--- src/logic/ec_pkg.sv ---
`default_nettype none

package ec_pkg;

  // --------------------------------------------------
  // Datapath widths
  localparam int RANGE_WIDTH = 16;  // Range, frequencies, emitted words
  localparam int LOW_WIDTH   = 24;
  localparam int CNT_WIDTH   = 5;   // Signed pending-bit counter

  // --------------------------------------------------
  // Probability model
  localparam int PROB_SHIFT = 6;
  localparam int MIN_PROB   = 4;    // Floor per remaining symbol

  localparam int FREQ_WIDTH    = RANGE_WIDTH - PROB_SHIFT;  // Scaled frequency
  localparam int MIN_PROB_BITS = $clog2(MIN_PROB + 1);
  localparam int D_WIDTH       = $clog2(RANGE_WIDTH);      // Renorm shift

  // State after reset
  localparam logic signed [CNT_WIDTH-1:0] CNT_INIT   = CNT_WIDTH'(-9);
  localparam logic [RANGE_WIDTH-1:0]      RANGE_INIT = RANGE_WIDTH'(32768);

endpackage

`default_nettype wire

--- src/logic/ec_interfaces.sv ---
`timescale 1ns/10ps
`default_nettype none

// Scaled probabilities, stage 1 to stage 2
interface ec_scaled_if #(
  parameter int SYMBOL_WIDTH = 4
);
  import ec_pkg::*;

  logic                                  valid;
  logic [FREQ_WIDTH-1:0]                 fl_scaled;
  logic [FREQ_WIDTH-1:0]                 fh_scaled;
  logic [SYMBOL_WIDTH+MIN_PROB_BITS:0]   u_offset;  // MIN_PROB * (nsyms - s)
  logic [SYMBOL_WIDTH+MIN_PROB_BITS:0]   v_offset;  // One step below u_offset
  logic                                  first_symbol;

  modport producer (output valid, fl_scaled, fh_scaled, u_offset, v_offset,
                    first_symbol);
  modport consumer (input valid, fl_scaled, fh_scaled, u_offset, v_offset,
                    first_symbol);

endinterface

// Renormalization results, stage 2 to stage 3
interface ec_renorm_if;
  import ec_pkg::*;

  logic                   valid;
  logic [D_WIDTH-1:0]     d;           // Leading zeros of new range
  logic [RANGE_WIDTH-1:0] low_add;
  logic [RANGE_WIDTH-1:0] range_norm;

  modport producer (output valid, d, low_add, range_norm);
  modport consumer (input valid, d, low_add, range_norm);

endinterface

`default_nettype wire

--- src/logic/arithmetic_encoder.sv ---
`timescale 1ns/10ps
`default_nettype none

module arithmetic_encoder #(
  parameter int SYMBOL_WIDTH = 4  // Up to 16 symbols
) (
  input  logic                           general_clk,
  input  logic                           reset,
  input  logic                           in_valid,
  input  logic [ec_pkg::RANGE_WIDTH-1:0] fl,
  input  logic [ec_pkg::RANGE_WIDTH-1:0] fh,
  input  logic [SYMBOL_WIDTH-1:0]        symbol,
  input  logic [SYMBOL_WIDTH:0]          nsyms,
  output logic                           out_valid,
  output logic [ec_pkg::RANGE_WIDTH-1:0] range_out,
  output logic [ec_pkg::LOW_WIDTH-1:0]   low_out,
  output logic [ec_pkg::CNT_WIDTH-1:0]   cnt_out,
  output logic [ec_pkg::RANGE_WIDTH-1:0] out_word_1,
  output logic [ec_pkg::RANGE_WIDTH-1:0] out_word_2,
  output logic [1:0]                     out_count
);

  // --------------------------------------------------
  // Stage buses

  ec_scaled_if #(.SYMBOL_WIDTH(SYMBOL_WIDTH)) scaled_bus ();
  ec_renorm_if renorm_bus ();

  // --------------------------------------------------
  // Three-stage pipeline, one symbol per cycle

  ec_prob_scale #(
    .SYMBOL_WIDTH (SYMBOL_WIDTH)
  ) u_prob_scale (
    .general_clk (general_clk),
    .reset       (reset),
    .in_valid    (in_valid),
    .fl          (fl),
    .fh          (fh),
    .symbol      (symbol),
    .nsyms       (nsyms),
    .scaled      (scaled_bus)
  );

  ec_range_update u_range_update (
    .general_clk (general_clk),
    .reset       (reset),
    .scaled      (scaled_bus),
    .renorm      (renorm_bus)
  );

  ec_low_update u_low_update (
    .general_clk (general_clk),
    .reset       (reset),
    .renorm      (renorm_bus),
    .out_valid   (out_valid),
    .range_out   (range_out),   // State after the symbol
    .low_out     (low_out),
    .cnt_out     (cnt_out),
    .out_word_1  (out_word_1),  // Pre-carry words, carries resolved downstream
    .out_word_2  (out_word_2),
    .out_count   (out_count)
  );

endmodule

`default_nettype wire

--- src/logic/ec_low_update.sv ---
`timescale 1ns/10ps
`default_nettype none

module ec_low_update (
  input  logic                           general_clk,
  input  logic                           reset,
  ec_renorm_if.consumer                  renorm,
  output logic                           out_valid,
  output logic [ec_pkg::RANGE_WIDTH-1:0] range_out,
  output logic [ec_pkg::LOW_WIDTH-1:0]   low_out,
  output logic [ec_pkg::CNT_WIDTH-1:0]   cnt_out,
  output logic [ec_pkg::RANGE_WIDTH-1:0] out_word_1,
  output logic [ec_pkg::RANGE_WIDTH-1:0] out_word_2,
  output logic [1:0]                     out_count
);
  import ec_pkg::*;

  localparam int SW = CNT_WIDTH + 2;  // Room for count plus shift

  localparam logic signed [SW-1:0] C_BASE = SW'(RANGE_WIDTH);
  localparam logic signed [SW-1:0] STEP   = SW'(LOW_WIDTH - RANGE_WIDTH);
  localparam logic signed [SW-1:0] C_DROP = SW'(LOW_WIDTH);

  logic [LOW_WIDTH-1:0]   low_sum;
  logic [LOW_WIDTH-1:0]   low_rem;
  logic [LOW_WIDTH-1:0]   low_next;
  logic signed [SW-1:0]   s;
  logic signed [SW-1:0]   c;
  logic [CNT_WIDTH-1:0]   cnt_next;
  logic [RANGE_WIDTH-1:0] word_1;
  logic [RANGE_WIDTH-1:0] word_2;
  logic [RANGE_WIDTH-1:0] tail_word;
  logic [1:0]             word_count;

  // --------------------------------------------------
  // Low update and word emission

  always_comb begin
    low_sum    = low_out + LOW_WIDTH'(renorm.low_add);
    s          = $signed(cnt_out) + $signed({1'b0, renorm.d});
    c          = $signed(cnt_out) + C_BASE;
    low_rem    = low_sum;
    word_1     = '0;
    word_2     = '0;
    tail_word  = '0;
    word_count = 2'd0;
    cnt_next   = s[CNT_WIDTH-1:0];  // Nothing emitted while s is negative

    if (!s[SW-1]) begin
      word_count = 2'd1;
      if (s >= STEP) begin
        // Enough pending bits for an extra word
        word_1     = RANGE_WIDTH'(low_rem >> c);
        low_rem    = low_rem & ~({LOW_WIDTH{1'b1}} << c);
        c          = c - STEP;
        word_count = 2'd2;
      end
      tail_word = RANGE_WIDTH'(low_rem >> c);
      low_rem   = low_rem & ~({LOW_WIDTH{1'b1}} << c);
      if (word_count == 2'd2) begin
        word_2 = tail_word;
      end else begin
        word_1 = tail_word;
      end
      cnt_next = CNT_WIDTH'(c + $signed({1'b0, renorm.d}) - C_DROP);
    end

    low_next = low_rem << renorm.d;
  end

  // --------------------------------------------------
  // State and output registers

  always_ff @(posedge general_clk) begin
    if (reset) begin
      out_valid <= 1'b0;
      out_count <= 2'd0;
      range_out <= RANGE_INIT;
      low_out   <= '0;
      cnt_out   <= CNT_INIT;
    end else begin
      out_valid <= renorm.valid;
      out_count <= renorm.valid ? word_count : 2'd0;
      if (renorm.valid) begin
        range_out <= renorm.range_norm;  // Straight from stage 2
        low_out   <= low_next;
        cnt_out   <= cnt_next;
      end
    end
  end

  always_ff @(posedge general_clk) begin
    if (renorm.valid) begin
      out_word_1 <= word_1;
      out_word_2 <= word_2;
    end
  end

endmodule

`default_nettype wire

--- src/logic/ec_prob_scale.sv ---
`timescale 1ns/10ps
`default_nettype none

module ec_prob_scale #(
  parameter int SYMBOL_WIDTH = 4
) (
  input  logic                          general_clk,
  input  logic                          reset,
  input  logic                          in_valid,
  input  logic [ec_pkg::RANGE_WIDTH-1:0] fl,
  input  logic [ec_pkg::RANGE_WIDTH-1:0] fh,
  input  logic [SYMBOL_WIDTH-1:0]       symbol,
  input  logic [SYMBOL_WIDTH:0]         nsyms,
  ec_scaled_if.producer                 scaled
);
  import ec_pkg::*;

  localparam int OFFSET_WIDTH = SYMBOL_WIDTH + MIN_PROB_BITS + 1;

  logic [SYMBOL_WIDTH:0]   remaining;
  logic [OFFSET_WIDTH-1:0] u_offset;
  logic [OFFSET_WIDTH-1:0] v_offset;

  // --------------------------------------------------
  // Minimum-probability offsets

  // Symbols from this one to the end of the alphabet
  assign remaining = nsyms - {1'b0, symbol};

  assign u_offset = OFFSET_WIDTH'(remaining) * OFFSET_WIDTH'(MIN_PROB);
  assign v_offset = u_offset - OFFSET_WIDTH'(MIN_PROB);  // One symbol fewer

  // --------------------------------------------------
  // Stage register

  always_ff @(posedge general_clk) begin
    if (reset) begin
      scaled.valid <= 1'b0;
    end else begin
      scaled.valid <= in_valid;
    end
  end

  always_ff @(posedge general_clk) begin
    if (in_valid) begin
      scaled.fl_scaled    <= fl[RANGE_WIDTH-1:PROB_SHIFT];
      scaled.fh_scaled    <= fh[RANGE_WIDTH-1:PROB_SHIFT];
      scaled.u_offset     <= u_offset;
      scaled.v_offset     <= v_offset;
      // Lower bound at full scale, so u takes the whole range
      scaled.first_symbol <= fl[RANGE_WIDTH-1];
    end
  end

endmodule

`default_nettype wire

--- src/logic/ec_range_update.sv ---
`timescale 1ns/10ps
`default_nettype none

module ec_range_update (
  input  logic          general_clk,
  input  logic          reset,
  ec_scaled_if.consumer scaled,
  ec_renorm_if.producer renorm
);
  import ec_pkg::*;

  localparam int PROD_WIDTH = FREQ_WIDTH + 8;  // Top byte of range times frequency

  logic [RANGE_WIDTH-1:0] range_q;
  logic [7:0]             range_top;
  logic [PROD_WIDTH-1:0]  u_prod;
  logic [PROD_WIDTH-1:0]  v_prod;
  logic [RANGE_WIDTH-1:0] u;
  logic [RANGE_WIDTH-1:0] v;
  logic [RANGE_WIDTH-1:0] range_new;
  logic [RANGE_WIDTH-1:0] range_shifted;
  logic [RANGE_WIDTH-1:0] low_add;
  logic [D_WIDTH-1:0]     lz;

  // --------------------------------------------------
  // Interval split

  assign range_top = range_q[RANGE_WIDTH-1 -: 8];

  assign u_prod = PROD_WIDTH'(range_top) * PROD_WIDTH'(scaled.fl_scaled);
  assign v_prod = PROD_WIDTH'(range_top) * PROD_WIDTH'(scaled.fh_scaled);

  // Products are halved before the offset
  assign v = RANGE_WIDTH'(v_prod >> 1) + RANGE_WIDTH'(scaled.v_offset);
  assign u = scaled.first_symbol ? range_q
                                 : RANGE_WIDTH'(u_prod >> 1) + RANGE_WIDTH'(scaled.u_offset);

  assign range_new = u - v;
  assign low_add   = range_q - u;  // Part of the interval below the symbol

  // --------------------------------------------------
  // Renormalization shift

  // Highest set bit wins, so scan upwards
  always_comb begin
    lz = '0;
    for (int i = 0; i < RANGE_WIDTH; i++) begin
      if (range_new[i]) begin
        lz = D_WIDTH'(RANGE_WIDTH - 1 - i);
      end
    end
  end

  assign range_shifted = range_new << lz;

  // --------------------------------------------------
  // Range feedback and stage register

  always_ff @(posedge general_clk) begin
    if (reset) begin
      range_q      <= RANGE_INIT;
      renorm.valid <= 1'b0;
    end else begin
      renorm.valid <= scaled.valid;
      if (scaled.valid) begin
        range_q <= range_shifted;  // Next symbol sees it at once
      end
    end
  end

  always_ff @(posedge general_clk) begin
    if (scaled.valid) begin
      renorm.d          <= lz;
      renorm.low_add    <= low_add;
      renorm.range_norm <= range_shifted;
    end
  end

endmodule

`default_nettype wire

--- config.mk ---
export PLATFORM = sky130hd
export DESIGN_NAME = arithmetic_encoder
export DESIGN_NICKNAME = d
export VERILOG_FILES = /design/src/logic/ec_pkg.sv /design/src/logic/ec_interfaces.sv /design/src/logic/arithmetic_encoder.sv /design/src/logic/ec_low_update.sv /design/src/logic/ec_prob_scale.sv /design/src/logic/ec_range_update.sv
export SDC_FILE = /design/constraint.sdc
export NUM_CORES = 1
export LEC_CHECK = 0
export BUFFER_PORTS_ARGS = -buffer_cell sky130_fd_sc_hd__buf_2
export CAP_MARGIN = 20
export CORE_ASPECT_RATIO = 1.1
export CORE_UTILIZATION = 55
export DETAILED_ROUTE_END_ITERATION = 6
export PLACE_DENSITY = 0.7
export SETUP_SLACK_MARGIN = 0.3
export SLEW_MARGIN = 20
export SYNTH_ARGS = -nofsm -noshare
export SYNTH_HDL_FRONTEND = slang
export SYNTH_HIERARCHICAL = 1
export SYNTH_SLANG_ARGS = --single-unit
--- constraint.sdc ---
create_clock -name general_clk -period 12 [get_ports general_clk]
set_clock_uncertainty 0.15 [all_clocks]
set_input_delay 1.2 -clock general_clk [delete_from_list [all_inputs] [get_ports general_clk]]
set_output_delay 1.2 -clock general_clk [all_outputs]
set_load 0.005 [all_outputs]
==> metrics.md, run 1 <==
| Metric | Value |
|---|---|
| Global placement routability congestion | `roughly 1.0` |
| Multi-input gate area | `about 0.015 mm^2` |
| Pre-antenna DRT Iters | `6` |
| Most frequent cell after synthesis | `inv_1` |
| Buffer depth of the longest clock path | `2` |
| Final setup viols | `0` |
| #FFs+latches synth | `165` |
| Postcts setup bufs | `0` |
| Share of the synthesized area in the top cell type | `14.29%` |
| TritonCTS Buffers | `17` |
| Routed Antenna Nets | `0` |
| N_diodes | `0` |
| Worst min-delay path class | `reg2reg` |
| TritonCTS sink count | `around 170` |
| Crit-path max cell delay | `~0.56 ns` |
| Vias/cell | `~6.5` |
| Post-synth EDFFs | `between 90 and 100` |
| Core ar. | `0.03722 mm^2` |
| CTS Hold Bufs | `0` |
| Max-slew headroom | `between 20 and 25%` |
| Drt total wl | `slightly below 70000 um` |
| Slew @ Worst Pin | `1.162 ns` |
| Total congestion overflow | `0` |
| Worst path slowest cell | `a2111oi_0` |
| Die area | `0.03862 mm^2` |
| Die height | `a little over 200 um` |
| RSZ-0062 raised after global routing | `no` |
| Final Hold Vio Count | `0` |
| Cell Rows | `74` |
| Worst Path Max Fanout | `22` |
| Mapped cell area | `0.02081 mm^2` |
| Max Cap Violations | `0` |
| H-tree depth | `4` |
| Largest net degree at the start of global routing | `65` |
| Most frequent cells after synthesis | `211 x inv_1, 200 x nand2_1, 177 x nor2_1, 151 x a21oi_1, 149 x and2_1` |
| Synth area leader | `edfxtp_1` |
| Hold Slack | `about 0.33 ns` |
| Share of cells above drive strength 1 | `around 11%` |
| Synth Warn # | `6` |
| Worst setup EP type | `flop` |
| Avg Cell Area, Syn | `8.445 um^2` |
| Mapped Cells | `roughly 2500` |
| Post-detail-place hpwl | `approximately 53000 um` |
| Layout area overhead | `6.518%` |
| Initial Util | `about 56%` |
| DIE WIDTH | `187.5 um` |
| Slew Viols, Final | `0` |
| CTS tree | `yes` |
| Synth cell types | `between 100 and 150` |
| # DRC | `0` |
| Initial antenna violation count | `0` |
| Most area-consuming cells after synthesis | `edfxtp_1 14%, fa_1 10%, ha_1 8.9%` |
| Register Area | `between 0.004 and 0.005 mm^2` |
| Number of global-route vias before repair | `18850` |
| Fin nets | `2778` |
| Clock Latency Late Sink | `between 0.4 and 0.5 ns` |
| Worst Path Required | `12.23 ns` |
| Post-synth ARST share | `0%` |
| Global-route wire length before repair | `106700 um` |
| Fillers | `~3400` |
| Top_reg_cell synth | `edfxtp_1` |
| Kind of critical path | `reg2reg` |
| DR vias | `19380` |
| Max Freq | `94.00 MHz` |
| CP startpoint kind | `flop` |
| Clk slew on worst S/H paths | `~0.080 ns` |
| Gates resized, CTS repair | `0` |
| Post-route clock period utilization | `approximately nine tenths` |
| Crit path time final | `between 10 and 15 ns` |
| Port Buffers | `roughly 110` |
| Global-route usage over all layers | `between 30 and 40%` |
| DRT iter0 DRCs | `about 1700` |
| WP data arrival | `about 11 ns` |
| Status | `completed` |
| Sum Neg Setup Slack | `0 ns` |
| Sequential area share after synthesis | `~21%` |
| Wire per inst | `between 20 and 25 um` |
| Number of top-level pins | `around 120` |
| Clock Root Buffer | `clkbuf_16` |
==> cell type report <==
cell class                 instances  share of cell area (%)
clock buffer                      17                   1.919
clock inverter                    15                  0.8072
inverter                         220                   3.754
multi-input combinational       1932                   67.73
sequential                       165                   19.41
tap                              494                   2.789
timing repair buffer             143                   3.590
==> path summary, 6_finish.rpt <==
path	start	end	slack [ns]	cells after the start
setup / recovery	u_range_update/range_q[10]$_SDFFE_PP0P_	u_range_update/range_q[13]$_SDFFE_PP0P_	1.36	35
setup reg to reg	u_range_update/range_q[10]$_SDFFE_PP0P_	u_range_update/range_q[13]$_SDFFE_PP0P_	1.36	35
hold reg to reg	u_range_update/range_q[0]$_SDFFE_PP0P_	u_range_update/range_q[0]$_SDFFE_PP0P_	0.33	2
hold / removal	u_range_update/range_q[0]$_SDFFE_PP0P_	u_range_update/range_q[0]$_SDFFE_PP0P_	0.33	2
==> sequential cells by signal (all words and copies together), names as in the netlist <==
signal and flops:
u_low_update/low_out 24, u_low_update/out_word_1 16, u_low_update/out_word_2 16, u_low_update/range_out 16, u_range_update/range_q 16, u_range_update/renorm.low_add 16
u_range_update/renorm.range_norm 16, u_prob_scale/scaled.fh_scaled 10, u_prob_scale/scaled.fl_scaled 10, u_prob_scale/scaled.v_offset 6, u_low_update/cnt_out 5, u_prob_scale/scaled.u_offset 5
u_range_update/renorm.d 4, u_low_update/out_count 2, u_low_update/out_valid 1, u_prob_scale/scaled.valid 1, u_range_update/renorm.valid 1
==> kinds of logic after synthesis <==
kind of cell	share of synthesized area (%)
other cells	0.01802
flops	20.64
xor+xnor	4.624
buf+inv	7.306
compound gates	23.23
fa+ha+maj	19.19
simple gates	18.25
mux	6.740
==> cell usage in the layout, fill, tap and decap left out, drive strengths merged, types with 38 or more instances in the layout <==
master,netlist,routed
a211oi,47,47
a21o,38,38
a21oi,154,154
and2,151,151
buf,49,143
dfxtp,66,66
edfxtp,99,99
fa,107,107
ha,148,148
inv,214,222
mux2i,85,85
nand2,203,203
nand3,54,54
nor2,178,178
nor3,56,56
o21ai,106,106
xnor2,71,71
xor2,38,38
==> per-stage QoR <==
stage / cell area, um^2 / instances / setup WS (ns) / utilization [%]
6_report: 22170 / 2986 / 1.362 / 59.55
5_1_grt: 22170 / 2986 / 0.7408 / 59.55
3_5_place_dp: 21560 / 2954 / 1.567 / 57.93
4_1_cts: 22170 / 2986 / 1.525 / 59.55
3_3_place_gp: 21560 / 2954 / 1.679 / 57.93
2_1_floorplan: 20820 / 2468 / 3.211 / -
==> routing by layer <==
layer  vias up  global-route usage, %  wire length, um
li1       8928                      -                -
met1      9382                  41.14            26390
met2       841                  62.15            33770
met3       227                  5.315             4034
met4         0                  26.22             5179
met5         -                      0                0
==> worst max-delay path: cells and delay by family (launching register included) <==
kind	cells	cell delay, ns
buffers and inverters	5	0.89
XOR/XNOR	3	0.75
flip-flops	1	0.42
AND/OR/NAND/NOR	10	2.39
AO/OA/AOI/OAI	8	2.57
adder cells (fa/ha/maj)	8	2.93
multiplexers	1	0.38
Power of run 1 is not shown: default switching activity piles up to over one toggle a cycle in this logic, so the estimate is an artifact.
==> inputs of run 2 (changes only) <==
--- a/config.mk
+++ b/config.mk
@@ -9,7 +9,9 @@
 export CAP_MARGIN = 20
 export CORE_ASPECT_RATIO = 1.1
 export CORE_UTILIZATION = 55
+export CTS_CLUSTER_SIZE = 25
 export DETAILED_ROUTE_END_ITERATION = 6
+export MAX_ROUTING_LAYER = met4
 export PLACE_DENSITY = 0.7
 export SETUP_SLACK_MARGIN = 0.3
 export SLEW_MARGIN = 20
==> run 2 against run 1 <==
Against the previous run:
- final area rose by 0.11%
- maximum frequency fell by 1.3%
- final cell count rose by 0.13%
- flip-flop and latch count did not move
- via count rose by 0.16%
- core utilization rose by 0.067 points
- critical path type unchanged
- largest cell class unchanged
- highest routed layer unchanged
==> metrics.md, run 2 (synthesis results as in run 1) <==
| Metric | Value |
|---|---|
| Final setup viols | `0` |
| Worst setup EP type | `flop` |
| Core ar. | `roughly 0.037 mm^2` |
| Postcts setup bufs | `0` |
| Slew Viols, Final | `0` |
| Biggest register | `u_low_update/low_out` |
| Share of cells above drive strength 1 | `11.38%` |
| TritonCTS Buffers | `17` |
| Post-detail-place hpwl | `51900 um` |
| Number of top-level pins | `~120` |
| Crit-path max cell delay | `0.79 ns` |
| Post-route clock period utilization | `around nine tenths` |
| Kind of critical path | `reg2reg` |
| Global-route usage over all layers | `approximately 36%` |
| Worst path slowest cell | `dfxtp_1` |
| Largest net degree at the start of global routing | `68` |
| CTS Hold Bufs | `0` |
| DIE WIDTH | `187.5 um` |
| Total congestion overflow | `0` |
| Max reg flops | `24` |
| Die area | `between 0.03 and 0.04 mm^2` |
| Crit path time final | `around 11 ns` |
| Register Area | `roughly 0.0043 mm^2` |
| Worst Path Max Fanout | `14` |
| Cell Rows | `74` |
| Global placement routability congestion | `1.034` |
| DRT iter0 DRCs | `slightly above 2000` |
| Multi-input gate area | `around 0.015 mm^2` |
| Buffer depth of the longest clock path | `2` |
| Worst path bufs/invs | `5` |
| Clock Latency Late Sink | `around 0.48 ns` |
| Vias/cell | `6.491` |
| Status | `completed` |
| H-tree depth | `4` |
| Clock Root Buffer | `clkbuf_16` |
| Drt total wl | `67770 um` |
| Clk slew on worst S/H paths | `approximately 0.080 ns` |
| Worst min-delay path class | `reg2reg` |
| RSZ-0062 raised after global routing | `no` |
| Port Buffers | `111` |
| DR vias | `slightly below 20000` |
| Slew @ Worst Pin | `roughly 1.2 ns` |
| Initial antenna violation count | `0` |
| Commonest non-fill, non-tap cells in the layout | `211 x inv_1, 200 x nand2_1, 177 x nor2_1` |
| Leading cell type in the layout, fill and taps excluded | `inv_1` |
| CP most frequent cell | `inv_1` |
| Final Core Density | `roughly 60%` |
| Pre-antenna DRT Iters | `6` |
| Fillers | `between 3000 and 4000` |
| Max Cap Violations | `0` |
| CP startpoint kind | `flop` |
| Global-route wire length before repair | `around 100000 um` |
| Hold Slack | `approximately 0.33 ns` |
| Wire per inst | `between 20 and 25 um` |
| Worst Path Required | `~12 ns` |
| Die height | `approximately 210 um` |
| TritonCTS sink count | `about 170` |
| Fin nets | `between 2000 and 3000` |
| CTS tree | `yes` |
| Layout area overhead | `6.638%` |
| Routed Antenna Nets | `0` |
| Max-slew headroom | `16.93%` |
| Final Hold Vio Count | `0` |
| Max Freq | `between 90 and 100 MHz` |
| WP data arrival | `~11 ns` |
| # DRC | `0` |
| Sum Neg Setup Slack | `0 ns` |
| Number of global-route vias before repair | `18620` |
| Gates resized, CTS repair | `0` |
| Top Family by Delay on Critical Path | `adder cells` |
| Initial Util | `55.91%` |
-- run 2: worst paths after layout --
kind / to / cells after the start / startpoint / slack [ns]
hold / removal: u_low_update/range_out[15]$_SDFFE_PP1P_ / 2 / u_low_update/range_out[15]$_SDFFE_PP1P_ / 0.33
setup / recovery: u_range_update/range_q[13]$_SDFFE_PP0P_ / 34 / u_range_update/range_q[11]$_SDFFE_PP0P_ / 1.22
hold reg to reg: u_low_update/range_out[15]$_SDFFE_PP1P_ / 2 / u_low_update/range_out[15]$_SDFFE_PP1P_ / 0.33
setup reg to reg: u_range_update/range_q[13]$_SDFFE_PP0P_ / 34 / u_range_update/range_q[11]$_SDFFE_PP0P_ / 1.22
-- run 2: worst register-to-register path: cells and delay by family (launching register included) --
family,cells,cell delay [ns]
adders and majority gates,8,3.31
and+or+nand+nor,9,2.36
AOI/OAI and AO/OA,7,2.12
DFF,1,0.79
xor gates and xnor gates,3,0.77
buffers and inverters,5,0.70
muxes,2,0.50
-- run 2: through the flow --
step	area, um^2	cells	setup WS [ns]
after global routing	22190	2989	0.5058
after global placement	21580	2957	1.683
after CTS	22180	2989	1.355
after floorplan	20820	2468	3.211
final	22190	2990	1.218
after detailed placement	21580	2957	1.438
-- run 2: final cells by class --
cell class	instances	share of cell area (%)
multi-input cells	1932	67.69
flip-flops and latches	165	19.39
inverters	220	3.750
repair buffers	146	3.688
well taps	494	2.785
clock buffers	18	1.979
clock inverters	14	0.7105
diodes	1	0.01128
-- run 2: metal layers --
metal  vias up  global-route usage (%)  part of all wire (%)
met4         0                   24.59                   7.8
met5         -                       -                     0
met2       868                   59.31                    47
met1      9339                   41.75                    39
li1       8924                       -                     -
met3       278                   4.721                   6.3
Power of run 2 is left out for the same reason.
